==> config.mk <==
export PLATFORM = sky130hd
export DESIGN_NAME = aurora_tx_top
export DESIGN_NICKNAME = d
export VERILOG_FILES = /design/src/rtl/aurora_tx_pkg.sv /design/src/rtl/tx_sequencer.sv /design/src/rtl/packet_header_regs.sv /design/src/rtl/payload_serializer.sv /design/src/rtl/aurora_tx_top.sv
export SDC_FILE = /design/constraint.sdc
export NUM_CORES = 1
export LEC_CHECK = 0
export ABC_AREA = 0
export BUFFER_PORTS_ARGS = -buffer_cell sky130_fd_sc_hd__buf_2
export CAP_MARGIN = 15
export CORE_MARGIN = 2
export CORE_UTILIZATION = 31
export CTS_BUF_LIST = sky130_fd_sc_hd__clkbuf_2
export DETAILED_ROUTE_END_ITERATION = 8
export GPL_TIMING_DRIVEN = 0
export REMOVE_ABC_BUFFERS = 1
export SLEW_MARGIN = 30
export SYNTH_ARGS = -nofsm -noshare
export SYNTH_HDL_FRONTEND = slang
export SYNTH_SLANG_ARGS = --single-unit
==> constraint.sdc <==
create_clock -name user_clk -period 1.9 [get_ports user_clk]
set_input_delay 0.095 -clock user_clk [delete_from_list [all_inputs] [get_ports user_clk]]
set_output_delay 0.095 -clock user_clk [all_outputs]
set_load 0.05 [all_outputs]
==> src/rtl/aurora_tx_pkg.sv <==
`default_nettype none

package aurora_tx_pkg;

    //////////////////////
    // Packet geometry
    //////////////////////

    localparam int WORD_BITS         = 32;                        // One Aurora lane per beat
    localparam int PACKET_WORDS      = 8;
    localparam int PACKET_BITS       = WORD_BITS * PACKET_WORDS;  // 256 bit FIFO entry
    localparam int MAX_PAYLOAD_WORDS = PACKET_WORDS - 2;          // Two header words precede payload
    localparam int WORD_CNT_BITS     = $clog2(PACKET_WORDS);
    localparam int SEQ_BITS          = 8;

    // Bit positions inside the packet, counted from the top word
    localparam int BUS_ID_MSB = PACKET_BITS - 1;                  // Bus id byte, replaced on the link
    localparam int SRC_ID_MSB = BUS_ID_MSB - SEQ_BITS;            // Id of the FPGA that built the packet
    localparam int LEN_MSB    = PACKET_BITS - 49;                 // Valid byte count sits in 207:192
    localparam int LEN_LSB    = PACKET_BITS - 62;                 // Two low bits skipped, count is words
    localparam int LEN_BITS   = LEN_MSB - LEN_LSB + 1;

    // Board at the far end of the link, broadcast packets from it are not echoed back
    localparam logic [7:0] TARGET_FPGA_ID = 8'h00;

    //////////////////////
    // Control types
    //////////////////////

    typedef enum logic [3:0] {
        RESET,
        IDLE,
        READ,
        CHECK,
        DISCARD,
        HEAD,
        SECOND,
        BODY,
        LAST
    } tx_state_e;

    typedef struct packed {
        logic load;         // Capture dout into the packet register
        logic shift;        // Move the next word to the top
        logic count_en;     // Count one word sent
        logic clear;        // Empty the packet and header registers
        logic stamp_sel;    // Sequence number replaces the bus id byte
        logic seq_advance;  // Packet finished, bump the sequence number
        logic rd_en_next;
        logic tvalid_next;
        logic tlast_next;
    } tx_ctrl_t;

    typedef struct packed {
        logic drop;    // Echoed broadcast or empty packet
        logic single;  // Only one payload word
        logic last;    // Word counter has reached the length
    } hdr_status_t;

endpackage

`default_nettype wire

==> src/rtl/tx_sequencer.sv <==
`timescale 1ns/1ps
`default_nettype none

module tx_sequencer
    import aurora_tx_pkg::*;
(
    input  wire logic        user_clk,
    input  wire logic        reset_TX_RX_Block,
    input  wire logic        empty,
    input  wire logic        s_axi_tx_tready,
    input  wire hdr_status_t status,
    output tx_ctrl_t         ctrl,
    output logic             rd_en,
    output logic             s_axi_tx_tvalid,
    output logic             s_axi_tx_tlast
);

    tx_state_e state_q;
    tx_state_e state_d;
    logic      empty_q;  // Inputs are registered to ease timing on the link side
    logic      ready_q;

    ////////////////////
    // Input and output flops
    ////////////////////

    always_ff @(posedge user_clk) begin
        if (reset_TX_RX_Block) begin
            empty_q         <= 1'b1;  // Treat the FIFO as empty until sampled
            ready_q         <= 1'b0;
            rd_en           <= 1'b0;
            s_axi_tx_tvalid <= 1'b0;
            s_axi_tx_tlast  <= 1'b0;
            state_q         <= RESET;
        end else begin
            empty_q         <= empty;
            ready_q         <= s_axi_tx_tready;
            rd_en           <= ctrl.rd_en_next;
            s_axi_tx_tvalid <= ctrl.tvalid_next;
            s_axi_tx_tlast  <= ctrl.tlast_next;
            state_q         <= state_d;
        end
    end

    ////////////////////
    // Next state and commands
    ////////////////////

    always_comb begin
        state_d = state_q;
        ctrl    = '0;
        case (state_q)
            RESET: begin
                ctrl.clear = 1'b1;
                state_d    = IDLE;
            end
            IDLE: begin
                ctrl.clear = 1'b1;                     // Header registers wait empty
                if (ready_q && !empty_q) begin         // Ready is only looked at here
                    ctrl.rd_en_next = 1'b1;            // Pop lands on the same edge as the load
                    state_d         = READ;
                end
            end
            READ: begin
                ctrl.load      = 1'b1;
                ctrl.stamp_sel = 1'b1;
                state_d        = CHECK;
            end
            CHECK: begin
                // Keep the stamp request one more cycle so it lines up with HEAD
                ctrl.stamp_sel = 1'b1;
                state_d        = status.drop ? DISCARD : HEAD;
            end
            DISCARD: begin
                ctrl.clear = 1'b1;  // Packet is thrown away, sequence number untouched
                state_d    = IDLE;
            end
            HEAD, SECOND, BODY: begin
                ctrl.shift       = 1'b1;
                ctrl.count_en    = 1'b1;
                ctrl.tvalid_next = 1'b1;  // No back-pressure once the burst has started
                if (state_q == HEAD) begin
                    state_d = SECOND;
                end else if (state_q == SECOND) begin
                    state_d = status.single ? LAST : BODY;
                end else if (status.last) begin
                    state_d = LAST;
                end
            end
            LAST: begin
                ctrl.tvalid_next = 1'b1;
                ctrl.tlast_next  = 1'b1;
                ctrl.seq_advance = 1'b1;  // Only sent packets consume a sequence number
                ctrl.clear       = 1'b1;
                state_d          = IDLE;
            end
            default: begin
                state_d = RESET;
            end
        endcase
    end

    // The encoding has spare codes, none of them may ever be reached
    a_state_legal: assert property (@(posedge user_clk) disable iff (reset_TX_RX_Block)
        state_q inside {RESET, IDLE, READ, CHECK, DISCARD, HEAD, SECOND, BODY, LAST});

    // Exactly one pop per packet
    a_rd_en_pulse: assert property (@(posedge user_clk) disable iff (reset_TX_RX_Block)
        rd_en |=> !rd_en);

endmodule

`default_nettype wire

==> src/rtl/packet_header_regs.sv <==
`timescale 1ns/1ps
`default_nettype none

module packet_header_regs
    import aurora_tx_pkg::*;
(
    input  wire logic                   user_clk,
    input  wire logic                   reset_TX_RX_Block,
    input  wire tx_ctrl_t               ctrl,
    input  wire logic [PACKET_BITS-1:0] packet,
    output hdr_status_t                 status
);

    logic                     load_q;      // Packet register holds the new packet when set
    logic [LEN_BITS-1:0]      len_q;       // Payload words of the packet in flight
    logic [WORD_CNT_BITS-1:0] word_cnt_q;  // Words sent so far, header included

    ////////////////////
    // Length latch
    ////////////////////

    always_ff @(posedge user_clk) begin
        if (reset_TX_RX_Block) begin
            load_q <= 1'b0;
        end else begin
            load_q <= ctrl.load;  // Length is taken from the register, so wait for the load
        end
    end

    always_ff @(posedge user_clk) begin
        if (reset_TX_RX_Block || ctrl.clear) begin
            len_q <= '0;
        end else if (load_q) begin
            len_q <= packet[LEN_MSB:LEN_LSB];  // Byte count already divided by four
        end
    end

    // Counter runs from the first header word on
    always_ff @(posedge user_clk) begin
        if (reset_TX_RX_Block || ctrl.clear) begin
            word_cnt_q <= '0;
        end else if (ctrl.count_en) begin
            word_cnt_q <= word_cnt_q + 1'b1;
        end
    end

    // Drop uses the register directly since the latch is not ready in CHECK
    assign status.drop   = (packet[SRC_ID_MSB -: $bits(TARGET_FPGA_ID)] == TARGET_FPGA_ID) ||
                           (packet[LEN_MSB:LEN_LSB] == '0);
    assign status.single = (len_q == LEN_BITS'(1));
    assign status.last   = (LEN_BITS'(word_cnt_q) == len_q);  // Two header words absorb the lag

    // A longer length would let the counter wrap and hang the burst
    a_len_range: assert property (@(posedge user_clk) disable iff (reset_TX_RX_Block)
        load_q |=> (len_q <= MAX_PAYLOAD_WORDS));

endmodule

`default_nettype wire

==> src/rtl/payload_serializer.sv <==
`timescale 1ns/1ps
`default_nettype none

module payload_serializer
    import aurora_tx_pkg::*;
(
    input  wire logic                   user_clk,
    input  wire logic                   reset_TX_RX_Block,
    input  wire tx_ctrl_t               ctrl,
    input  wire logic [PACKET_BITS-1:0] dout,
    output logic [PACKET_BITS-1:0]      packet,
    output logic [WORD_BITS-1:0]        s_axi_tx_tdata
);

    logic [PACKET_BITS-1:0] pkt_q;     // Word to send next is always at the top
    logic [SEQ_BITS-1:0]    seq_q;
    logic                   stamp_q;   // Stamp request delayed to match the output flop
    logic [SEQ_BITS-1:0]    top_byte;

    ////////////////////
    // Packet shift register
    ////////////////////

    // Cleared through ctrl.clear, which the sequencer holds during reset
    always_ff @(posedge user_clk) begin
        if (ctrl.clear) begin
            pkt_q <= '0;
        end else if (ctrl.load) begin
            pkt_q <= dout;
        end else if (ctrl.shift) begin
            pkt_q <= {pkt_q[PACKET_BITS-WORD_BITS-1:0], {WORD_BITS{1'b0}}};  // Zero fill from below
        end
    end

    assign packet = pkt_q;

    ////////////////////
    // Sequence stamping
    ////////////////////

    // Receiver expects 0, 1, 2 and so on, a gap shows a lost packet
    always_ff @(posedge user_clk) begin
        if (reset_TX_RX_Block) begin
            seq_q   <= '0;
            stamp_q <= 1'b0;
        end else begin
            stamp_q <= ctrl.stamp_sel;
            if (ctrl.seq_advance) begin
                seq_q <= seq_q + 1'b1;  // Wraps from 255 back to 0
            end
        end
    end

    // The bus id only matters inside the FPGA, so the link carries the sequence instead
    assign top_byte = stamp_q ? seq_q : pkt_q[BUS_ID_MSB -: SEQ_BITS];

    always_ff @(posedge user_clk) begin
        if (reset_TX_RX_Block) begin
            s_axi_tx_tdata <= '0;
        end else begin
            s_axi_tx_tdata <= {top_byte, pkt_q[BUS_ID_MSB-SEQ_BITS -: WORD_BITS-SEQ_BITS]};
        end
    end

endmodule

`default_nettype wire

==> src/rtl/aurora_tx_top.sv <==
`timescale 1ns/1ps
`default_nettype none

// FIFO to Aurora TX bridge, one 256 bit packet becomes a burst of 32 bit words
module aurora_tx_top
    import aurora_tx_pkg::*;
(
    input  wire logic                   user_clk,
    input  wire logic                   reset_TX_RX_Block,
    input  wire logic                   empty,             // Show-ahead FIFO status
    input  wire logic [PACKET_BITS-1:0] dout,              // Head packet, valid while not empty
    input  wire logic                   s_axi_tx_tready,
    output wire logic                   rd_en,
    output wire logic [WORD_BITS-1:0]   s_axi_tx_tdata,
    output wire logic                   s_axi_tx_tvalid,
    output wire logic                   s_axi_tx_tlast
);

    tx_ctrl_t               ctrl;    // Commands from the sequencer
    hdr_status_t            status;  // Decisions taken on the captured packet
    logic [PACKET_BITS-1:0] packet;  // Raw packet register, header fields are read from it

    // State machine, owns the FIFO pop and the stream flags
    tx_sequencer u_sequencer (
        .user_clk          (user_clk),
        .reset_TX_RX_Block (reset_TX_RX_Block),
        .empty             (empty),
        .s_axi_tx_tready   (s_axi_tx_tready),
        .status            (status),
        .ctrl              (ctrl),
        .rd_en             (rd_en),
        .s_axi_tx_tvalid   (s_axi_tx_tvalid),
        .s_axi_tx_tlast    (s_axi_tx_tlast)
    );

    // Length latch, drop rule and word counter
    packet_header_regs u_header (
        .user_clk          (user_clk),
        .reset_TX_RX_Block (reset_TX_RX_Block),
        .ctrl              (ctrl),
        .packet            (packet),
        .status            (status)
    );

    // Shift register and sequence stamping on the data path
    payload_serializer u_serializer (
        .user_clk          (user_clk),
        .reset_TX_RX_Block (reset_TX_RX_Block),
        .ctrl              (ctrl),
        .dout              (dout),
        .packet            (packet),
        .s_axi_tx_tdata    (s_axi_tx_tdata)
    );

endmodule

`default_nettype wire

==> results of run 1 <==
[synthesized netlist by cell type (all sizes together)]
cell | number | area (um2)
a2111oi | 1 | 8.76
a21oi | 227 | 1140
a221oi | 1 | 8.76
a22o | 1 | 8.76
a22oi | 257 | 1930
a31oi | 2 | 12.5
and2 | 2 | 12.5
and2b | 1 | 7.51
and3 | 1 | 6.26
and4 | 1 | 8.76
and4b | 1 | 10.0
buf | 99 | 569
clkbuf | 25 | 93.8
dfxtp | 324 | 6490
ha | 2 | 25.0
inv | 2 | 7.51
maj3 | 1 | 10.0
mux2i | 24 | 240
nand2 | 232 | 871
nand2b | 2 | 12.5
nand3 | 6 | 30.0
nand4 | 4 | 25.0
nor2 | 72 | 273
nor2b | 26 | 163
nor3 | 5 | 25.0
nor3b | 1 | 7.51
nor4 | 7 | 43.8
nor4b | 2 | 47.6
o2111ai | 1 | 8.76
o21bai | 1 | 7.51
o22ai | 1 | 6.26
or2 | 3 | 18.8
xnor2 | 5 | 43.8
xor2 | 8 | 70.1
[cell families after synthesis]
kind of cell,after synthesis
AOI/OAI and AO/OA,492
adders and majority gates,3
DFF,324
and+or+nand+nor,366
xor gates and xnor gates,13
buffers and inverters,126
muxes,24
[stage by stage]
step / setup slack (ns) / TNS (ns) / cell area (um2)
floorplan: -13.98 / -3612.02 / 11600
global placement: -33.03 / -8378.90 / 13700
detailed placement: -0.769 / -100.38 / 14600
==> impl_metrics.json, run 1 <==
{
  "synth_simple_gate_area_share_pct": 12.8,
  "htreeDepth": 3,
  "synth_warnings": 0,
  "cts_hold_buf": 454,
  "syn_area_per_cell_um2": 9.08,
  "synthesis.area_um2": 12200,
  "cts_made_buffers": 90,
  "synth_top_family_by_area": "compound AO/OA/AOI/OAI gates",
  "ys_types": 40,
  "yosys.area_share.adder_pct": 0.286,
  "cts-root-buf": "clkbuf_2",
  "cts_sinks": 324,
  "hpwl_um": 23000,
  "synth-compound-area-share_pct": 25.6,
  "dp.cells": 2088,
  "cts_resized": 18,
  "place_congestion": 0.756,
  "synth_cells": 1348,
  "synth.area.mux_share_pct": 1.96,
  "die_y_um": 203,
  "numPortBuffers": 294,
  "cts_max_path_buffers": 3,
  "haltStage": "clock tree synthesis",
  "io_pins": 295,
  "ys_ff_latch": 324,
  "rows": 72,
  "synth_xor_area_share_pct": 0.930,
  "cts_setup_buffers": 14,
  "synth_seq_area_share_pct": 53.0,
  "die_w_um": 203,
  "outcome": "aborted with a tool error",
  "toolErrorMsg": "[ERROR RSZ-0060] Max buffer count reached.",
  "start_util_pct": 31.5
}
==> inputs of run 2 (changes only) <==
--- a/config.mk
+++ b/config.mk
@@ -9,10 +9,10 @@
 export BUFFER_PORTS_ARGS = -buffer_cell sky130_fd_sc_hd__buf_2
 export CAP_MARGIN = 15
 export CORE_MARGIN = 2
-export CORE_UTILIZATION = 31
-export CTS_BUF_LIST = sky130_fd_sc_hd__clkbuf_2
+export CORE_UTILIZATION = 20
 export DETAILED_ROUTE_END_ITERATION = 8
 export GPL_TIMING_DRIVEN = 0
+export PLACE_DENSITY_LB_ADDON = 0.15
 export REMOVE_ABC_BUFFERS = 1
 export SLEW_MARGIN = 30
 export SYNTH_ARGS = -nofsm -noshare
==> run 2 against run 1 <==
Net effect:
- the flow now finishes without violations
- synthesized cell count unchanged
- area after synthesis unchanged
==> impl_metrics.json, run 2 <==
{
  "drv_slew": 0,
  "cts_made_buffers": 41,
  "synthesis.area_um2": 12200,
  "routed_via_density": 4.39,
  "stdcell_area_um2": 19300,
  "cp_max_fo": 16,
  "place_congestion": 0.732,
  "switching_power_w": 0.00429,
  "drc_errors": 0,
  "numPortBuffers": 294,
  "area_growth_pct": 57.7,
  "slew_headroom_pct": 44.6,
  "antenna_found_initial": 2,
  "grt_max_degree": 55,
  "pwr-share-clk_pct": 45.4,
  "hpwl_um": 27400,
  "wire_per_inst_um": 15.5,
  "outcome": "finished, final reports clean",
  "drive_above_1_share_pct": 23.2,
  "crit_start": "u_sequencer.state_q[3]",
  "endpoint_kind": "register",
  "ant_nets": 0,
  "p_seq_share_pct": 40.1,
  "start_util_pct": 20.2,
  "hp-class": "in2reg",
  "synth_seq_area_share_pct": 53.0,
  "power_frac_comb_pct": 14.4,
  "switching_share_pct": 24.7,
  "die_area_um2": 63200,
  "largest_register_ffs": 256,
  "skew_ns": 0.0132,
  "min_period_ns": 1.80,
  "synthArstFlopShare_pct": 0,
  "cap_violations": 0,
  "nets": 2157,
  "synth_common_cells": "dfxtp_1, a22oi_1, nand2_1",
  "gr-total-overflow": 0,
  "synthFlopType": "dfxtp_1",
  "synth_cells": 1348,
  "cellLeakagePower_nw": 6.96,
  "via_count": 11895,
  "drt_iter0_markers": 574,
  "rsz0062_at_grt": "no",
  "hold_violations": 0,
  "p_int_w": 0.0131,
  "placed_cell_area_um2": 14900,
  "core_um2": 60500,
  "io_pins": 295,
  "synth.area.top_cells": "dfxtp_1, a22oi_1, a21oi_1, nand2_1, buf_2",
  "cts_tree": "built",
  "syn_area_per_cell_um2": 9.08,
  "tightestPinTransition_ns": 0.830,
  "p_per_area_nw_per_um2": 899,
  "timing.fmax_mhz": 555,
  "final_common_cell": "dfxtp_1",
  "timing.final.crit_share_pct": 94.8,
  "drt_pre_antenna_iters": 5,
  "final_cell_mix": "dfxtp_1, buf_2, dlygate4sd3_1",
  "grt_usage_pct": 13.0,
  "yosysTopAreaCell": "dfxtp_1",
  "wl_um": 42100,
  "startpoint_type": "register",
  "final-setup-viol-count": 0,
  "ff2ff_path_depth": 9,
  "ys_types": 40,
  "die_y_um": 251,
  "post-synth-top-area-fraction_pct": 53.0,
  "cts_sinks": 324,
  "clkSlewWorstSetupHoldPaths_ns": 0.05,
  "rows": 90,
  "synth_most_common_cell": "dfxtp_1",
  "cts_max_path_buffers": 3,
  "htreeDepth": 2,
  "ys_ff_latch": 324,
  "r2r_start": "u_sequencer.state_q[3]",
  "ir_drop_mv": 0.538,
  "required_ns": 2.34,
  "clk_latency_ns": 0.55,
  "crit_arrival_ns": 2.24,
  "timing.rr.end": "u_serializer.packet[19]",
  "reg2reg_slack_ns": 0.1,
  "die_w_um": 251,
  "grt_first_pass_wirelength_um": 65800,
  "grt_pass1_vias": 11620,
  "synth_warnings": 0,
  "fin_setup_tns_ns": 0,
  "cts-root-buf": "clkbuf_16",
  "synth_edf_count": 0,
  "n_fill_cell": 6313,
  "critPathCapture": "u_serializer.packet[19]",
  "worst-setup-path-type": "reg2reg"
}
run 2: cell counts after synthesis:
Identical to the previous run, type by type.
run 2: cell families after synthesis:
logic type | synth area share [%]
xor+xnor | 0.930
buf+inv | 5.48
simple gates | 12.8
mux | 1.96
fa+ha+maj | 0.286
flops | 53.0
compound gates | 25.6
run 2: final cells by class:
cell class / instances / area (um2) / share of cell area [%]
multi-input combinational: 899 / 5130 / 26.6
antenna: 2 / 5.00 / 0.0259
timing repair buffer: 627 / 5320 / 27.6
inverter: 2 / 7.51 / 0.0389
tap: 782 / 978 / 5.07
clock buffer: 63 / 1230 / 6.38
sequential: 324 / 6500 / 33.7
clock inverter: 9 / 124 / 0.642
run 2: worst min path at each step:
| stage | start | slack, ns | cells past startpoint | end |
|---|---|---|---|---|
| floorplan | reset_TX_RX_Block | 0.16 | 1 | u_serializer.seq_q[1] |
| global route | reset_TX_RX_Block | 0.08 | 2 | u_sequencer.s_axi_tx_tvalid |
| finish | reset_TX_RX_Block | 0.08 | 2 | u_serializer.s_axi_tx_tdata[26] |
| CTS | reset_TX_RX_Block | 0.06 | 2 | u_serializer.s_axi_tx_tdata[26] |
| detailed placement | empty | 0.30 | 2 | u_sequencer.empty_q |
| global placement | empty | 0.29 | 2 | u_sequencer.empty_q |
run 2: through the flow:
step / utilization, % / worst slack (ns) / hold slack [ns] / total power, W / cells
4_1_cts: 31.8 / 0.00127 / 0.0597 / 0.0177 / 2702
2_1_floorplan: - / -13.98 / 0.164 / 0.00787 / 1224
3_3_place_gp: 23.2 / -38.59 / 0.285 / 0.00856 / 2300
6_report: 31.9 / 0.0979 / 0.0759 / 0.0173 / 2708
3_5_place_dp: 24.7 / -0.809 / 0.301 / 0.00894 / 2355
5_1_grt: 31.9 / 0.0102 / 0.0787 / 0.0182 / 2707
run 2: timing repair:
item | CTS | global route
setup buffers | 14 | 6
endpoints found under the setup margin | 260 | 109
hold buffers | 258 | 0
endpoints found under the hold margin | 258 | 0
pin swaps | 3 | 3
resized for setup | 32 | 11
cloned | 9 | 1
run 2: power by group through the flow:
stage	Sequential, W	Combinational (W)	Clock (W)
after global placement	0.00711	0.00145	0
after global routing	0.00697	0.00270	0.00848
after CTS	0.00696	0.00250	0.00821
final	0.00696	0.00250	0.00788
after detailed placement	0.00712	0.00182	0
after floorplan	0.00712	0.000753	0
run 2: critical path: stages, from the launching register on:
cell and delay [ns]:
dfxtp_4 0.36, nor4b_4 0.32, buf_6 0.16, a21oi_4 0.04, buf_12 0.15, buf_16 0.14
buf_16 0.15, buf_12 0.15, a22oi_1 0.13, nor2_1 0.06
run 2: per-layer routing:
metal | global-route usage [%] | part of all wire, % | up-vias
li1 | - | - | 5927
met1 | 16.9 | 45 | 5675
met2 | 21.4 | 48 | 240
met3 | 2.82 | 4.9 | 53
met4 | 3.64 | 2.1 | 0
met5 | 0 | 0 | -
No activity file was read; power rests on OpenSTA's default activity.
==> inputs of run 3 (changes only) <==
--- a/config.mk
+++ b/config.mk
@@ -12,7 +12,7 @@
 export CORE_UTILIZATION = 20
 export DETAILED_ROUTE_END_ITERATION = 8
 export GPL_TIMING_DRIVEN = 0
-export PLACE_DENSITY_LB_ADDON = 0.15
+export PLACE_DENSITY_LB_ADDON = 0.25
 export REMOVE_ABC_BUFFERS = 1
 export SLEW_MARGIN = 30
 export SYNTH_ARGS = -nofsm -noshare
==> run 3 against run 2 <==
Net effect:
- final area rose by 1.8%
- final cell count rose by 0.44%
- largest cell class unchanged
- largest power group unchanged
- sequential power barely moved
==> impl_metrics.json, run 3 (synthesis gave the netlist of run 2 again) <==
{
  "outcome": "finished, final reports clean",
  "start_util_pct": 20.2,
  "r2r_start": "u_sequencer.state_q[3]",
  "power_frac_comb_pct": 14.7,
  "drt_pre_antenna_iters": 7,
  "drc_errors": 0,
  "cellLeakagePower_nw": 7.06,
  "die_area_um2": 63200,
  "drv_slew": 0,
  "slew_headroom_pct": 45.9,
  "fin_setup_tns_ns": 0,
  "hold_violations": 0,
  "switching_power_w": 0.00437,
  "cts_sinks": 324,
  "timing.fmax_mhz": 534,
  "die_w_um": 251,
  "pwr-share-clk_pct": 45.7,
  "clk_latency_ns": 0.56,
  "worst-setup-path-type": "reg2reg",
  "final_cells": 2720,
  "use_met3_pct": 3.17,
  "endpoint_kind": "register",
  "via_count": 11966,
  "cp_max_fo": 12,
  "skew_ns": 0.0169,
  "cts-root-buf": "clkbuf_16",
  "area_growth_pct": 60.6,
  "min_period_ns": 1.87,
  "ant_nets": 0,
  "timing.final.crit_share_pct": 98.6,
  "p_int_w": 0.0132,
  "rows": 90,
  "tightestPinTransition_ns": 0.810,
  "drt_iter0_markers": 655,
  "top_usage_layer": "met2",
  "final-setup-viol-count": 0,
  "nets": 2167,
  "dp.cells": 2350,
  "gr-total-overflow": 0,
  "required_ns": 2.34,
  "cts_tree": "built",
  "grt_usage_pct": 12.1,
  "met2_usage_pct": 20.3,
  "cts_max_path_buffers": 3,
  "final_common_cell": "dfxtp_1",
  "worstHoldStart": "reset_TX_RX_Block",
  "hp-class": "in2reg",
  "core_um2": 60500,
  "hpwl_um": 25300,
  "drive_above_1_share_pct": 24.9,
  "largest_register_ffs": 256,
  "ir_drop_mv": 0.603,
  "power_w": 0.0176,
  "setup_ws_ns": 0.0262,
  "rsz0062_at_grt": "yes",
  "wl_um": 41900,
  "numPortBuffers": 294,
  "grt_pass1_vias": 11554,
  "grt_util_met1_pct": 15.0,
  "die_y_um": 251,
  "startpoint_type": "register",
  "cts_made_buffers": 41,
  "p_per_area_nw_per_um2": 895,
  "io_pins": 295,
  "place_congestion": 0.753,
  "crit_start": "u_sequencer.state_q[3]",
  "grt_max_degree": 60,
  "routed_via_density": 4.40,
  "htreeDepth": 2,
  "switching_share_pct": 24.8,
  "clkSlewWorstSetupHoldPaths_ns": 0.06,
  "cap_violations": 0,
  "p_seq_share_pct": 39.6,
  "crit_arrival_ns": 2.31,
  "final_cell_mix": "dfxtp_1, buf_2, dlygate4sd3_1",
  "place_ws_ns": -1.14,
  "wire_per_inst_um": 15.4,
  "grt_first_pass_wirelength_um": 62200,
  "antenna_found_initial": 4
}
run 3: cell types whose count changed in the layout (fill, tap and decap cells not counted), sizes merged:
cell and delta:
inv +1, clkinvlp +3, clkbuf +7, bufbuf -6
buf +7
run 3: worst paths after layout:
check | to | slack (ns) | cells past startpoint
setup / recovery | u_serializer.packet[22] | 0.03 | 9
hold / removal | u_serializer.s_axi_tx_tdata[30] | 0.08 | 2
setup reg to reg | u_serializer.packet[22] | 0.03 | 9
hold reg to reg | u_serializer.packet[238] | 0.45 | 2
run 3: power by group through the flow:
stage                     combinational, W  sequential, W  clock (W)
after floorplan                   0.000753        0.00712          0
after global placement             0.00143        0.00711          0
after detailed placement           0.00179        0.00712          0
after CTS                          0.00233        0.00696    0.00835
after global routing               0.00279        0.00697    0.00865
final                              0.00259        0.00696    0.00804
run 3: final cells by class:
class	instances	area (um2)
fillers	6191	40800
flip-flops and latches	324	6500
repair buffers	637	5520
multi-input cells	899	5230
clock buffers	61	1250
well taps	782	978
clock inverters	13	159
inverters	2	7.51
diodes	2	5.00
run 3: per-layer routing:
| metal | vias to the layer above | share of wire (%) |
|---|---|---|
| li1 | 5939 | - |
| met1 | 5690 | 45 |
| met2 | 265 | 48 |
| met3 | 72 | 5.5 |
| met4 | 0 | 2.3 |
| met5 | - | 0 |
run 3: what timing repair did:
item	4_1_cts	5_1_grt
setup endpoints to repair	271	135
hold endpoints to repair	258	0
resized for setup	34	42
buffers inserted	20	12
hold buffers	258	0
cloned	3	11
pin swaps	4	8
run 3: critical path: stages (launching register included):
cell and delay, ns:
dfxtp_4 0.36, nor4b_4 0.33, buf_6 0.18, a21oi_4 0.05, buf_16 0.14, buf_16 0.14
buf_12 0.15, buf_16 0.15, a22oi_2 0.16, nor2_1 0.06
run 3: stage by stage:
step / hold slack (ns) / util [%] / area (um2)
finish: 0.0839 / 32.5 / 19600
global route: 0.0923 / 32.5 / 19600
CTS: 0.0701 / 31.6 / 19100
detailed placement: 0.288 / 24.7 / 14900
global placement: 0.285 / 23.2 / 14000
floorplan: 0.164 / - / 11600
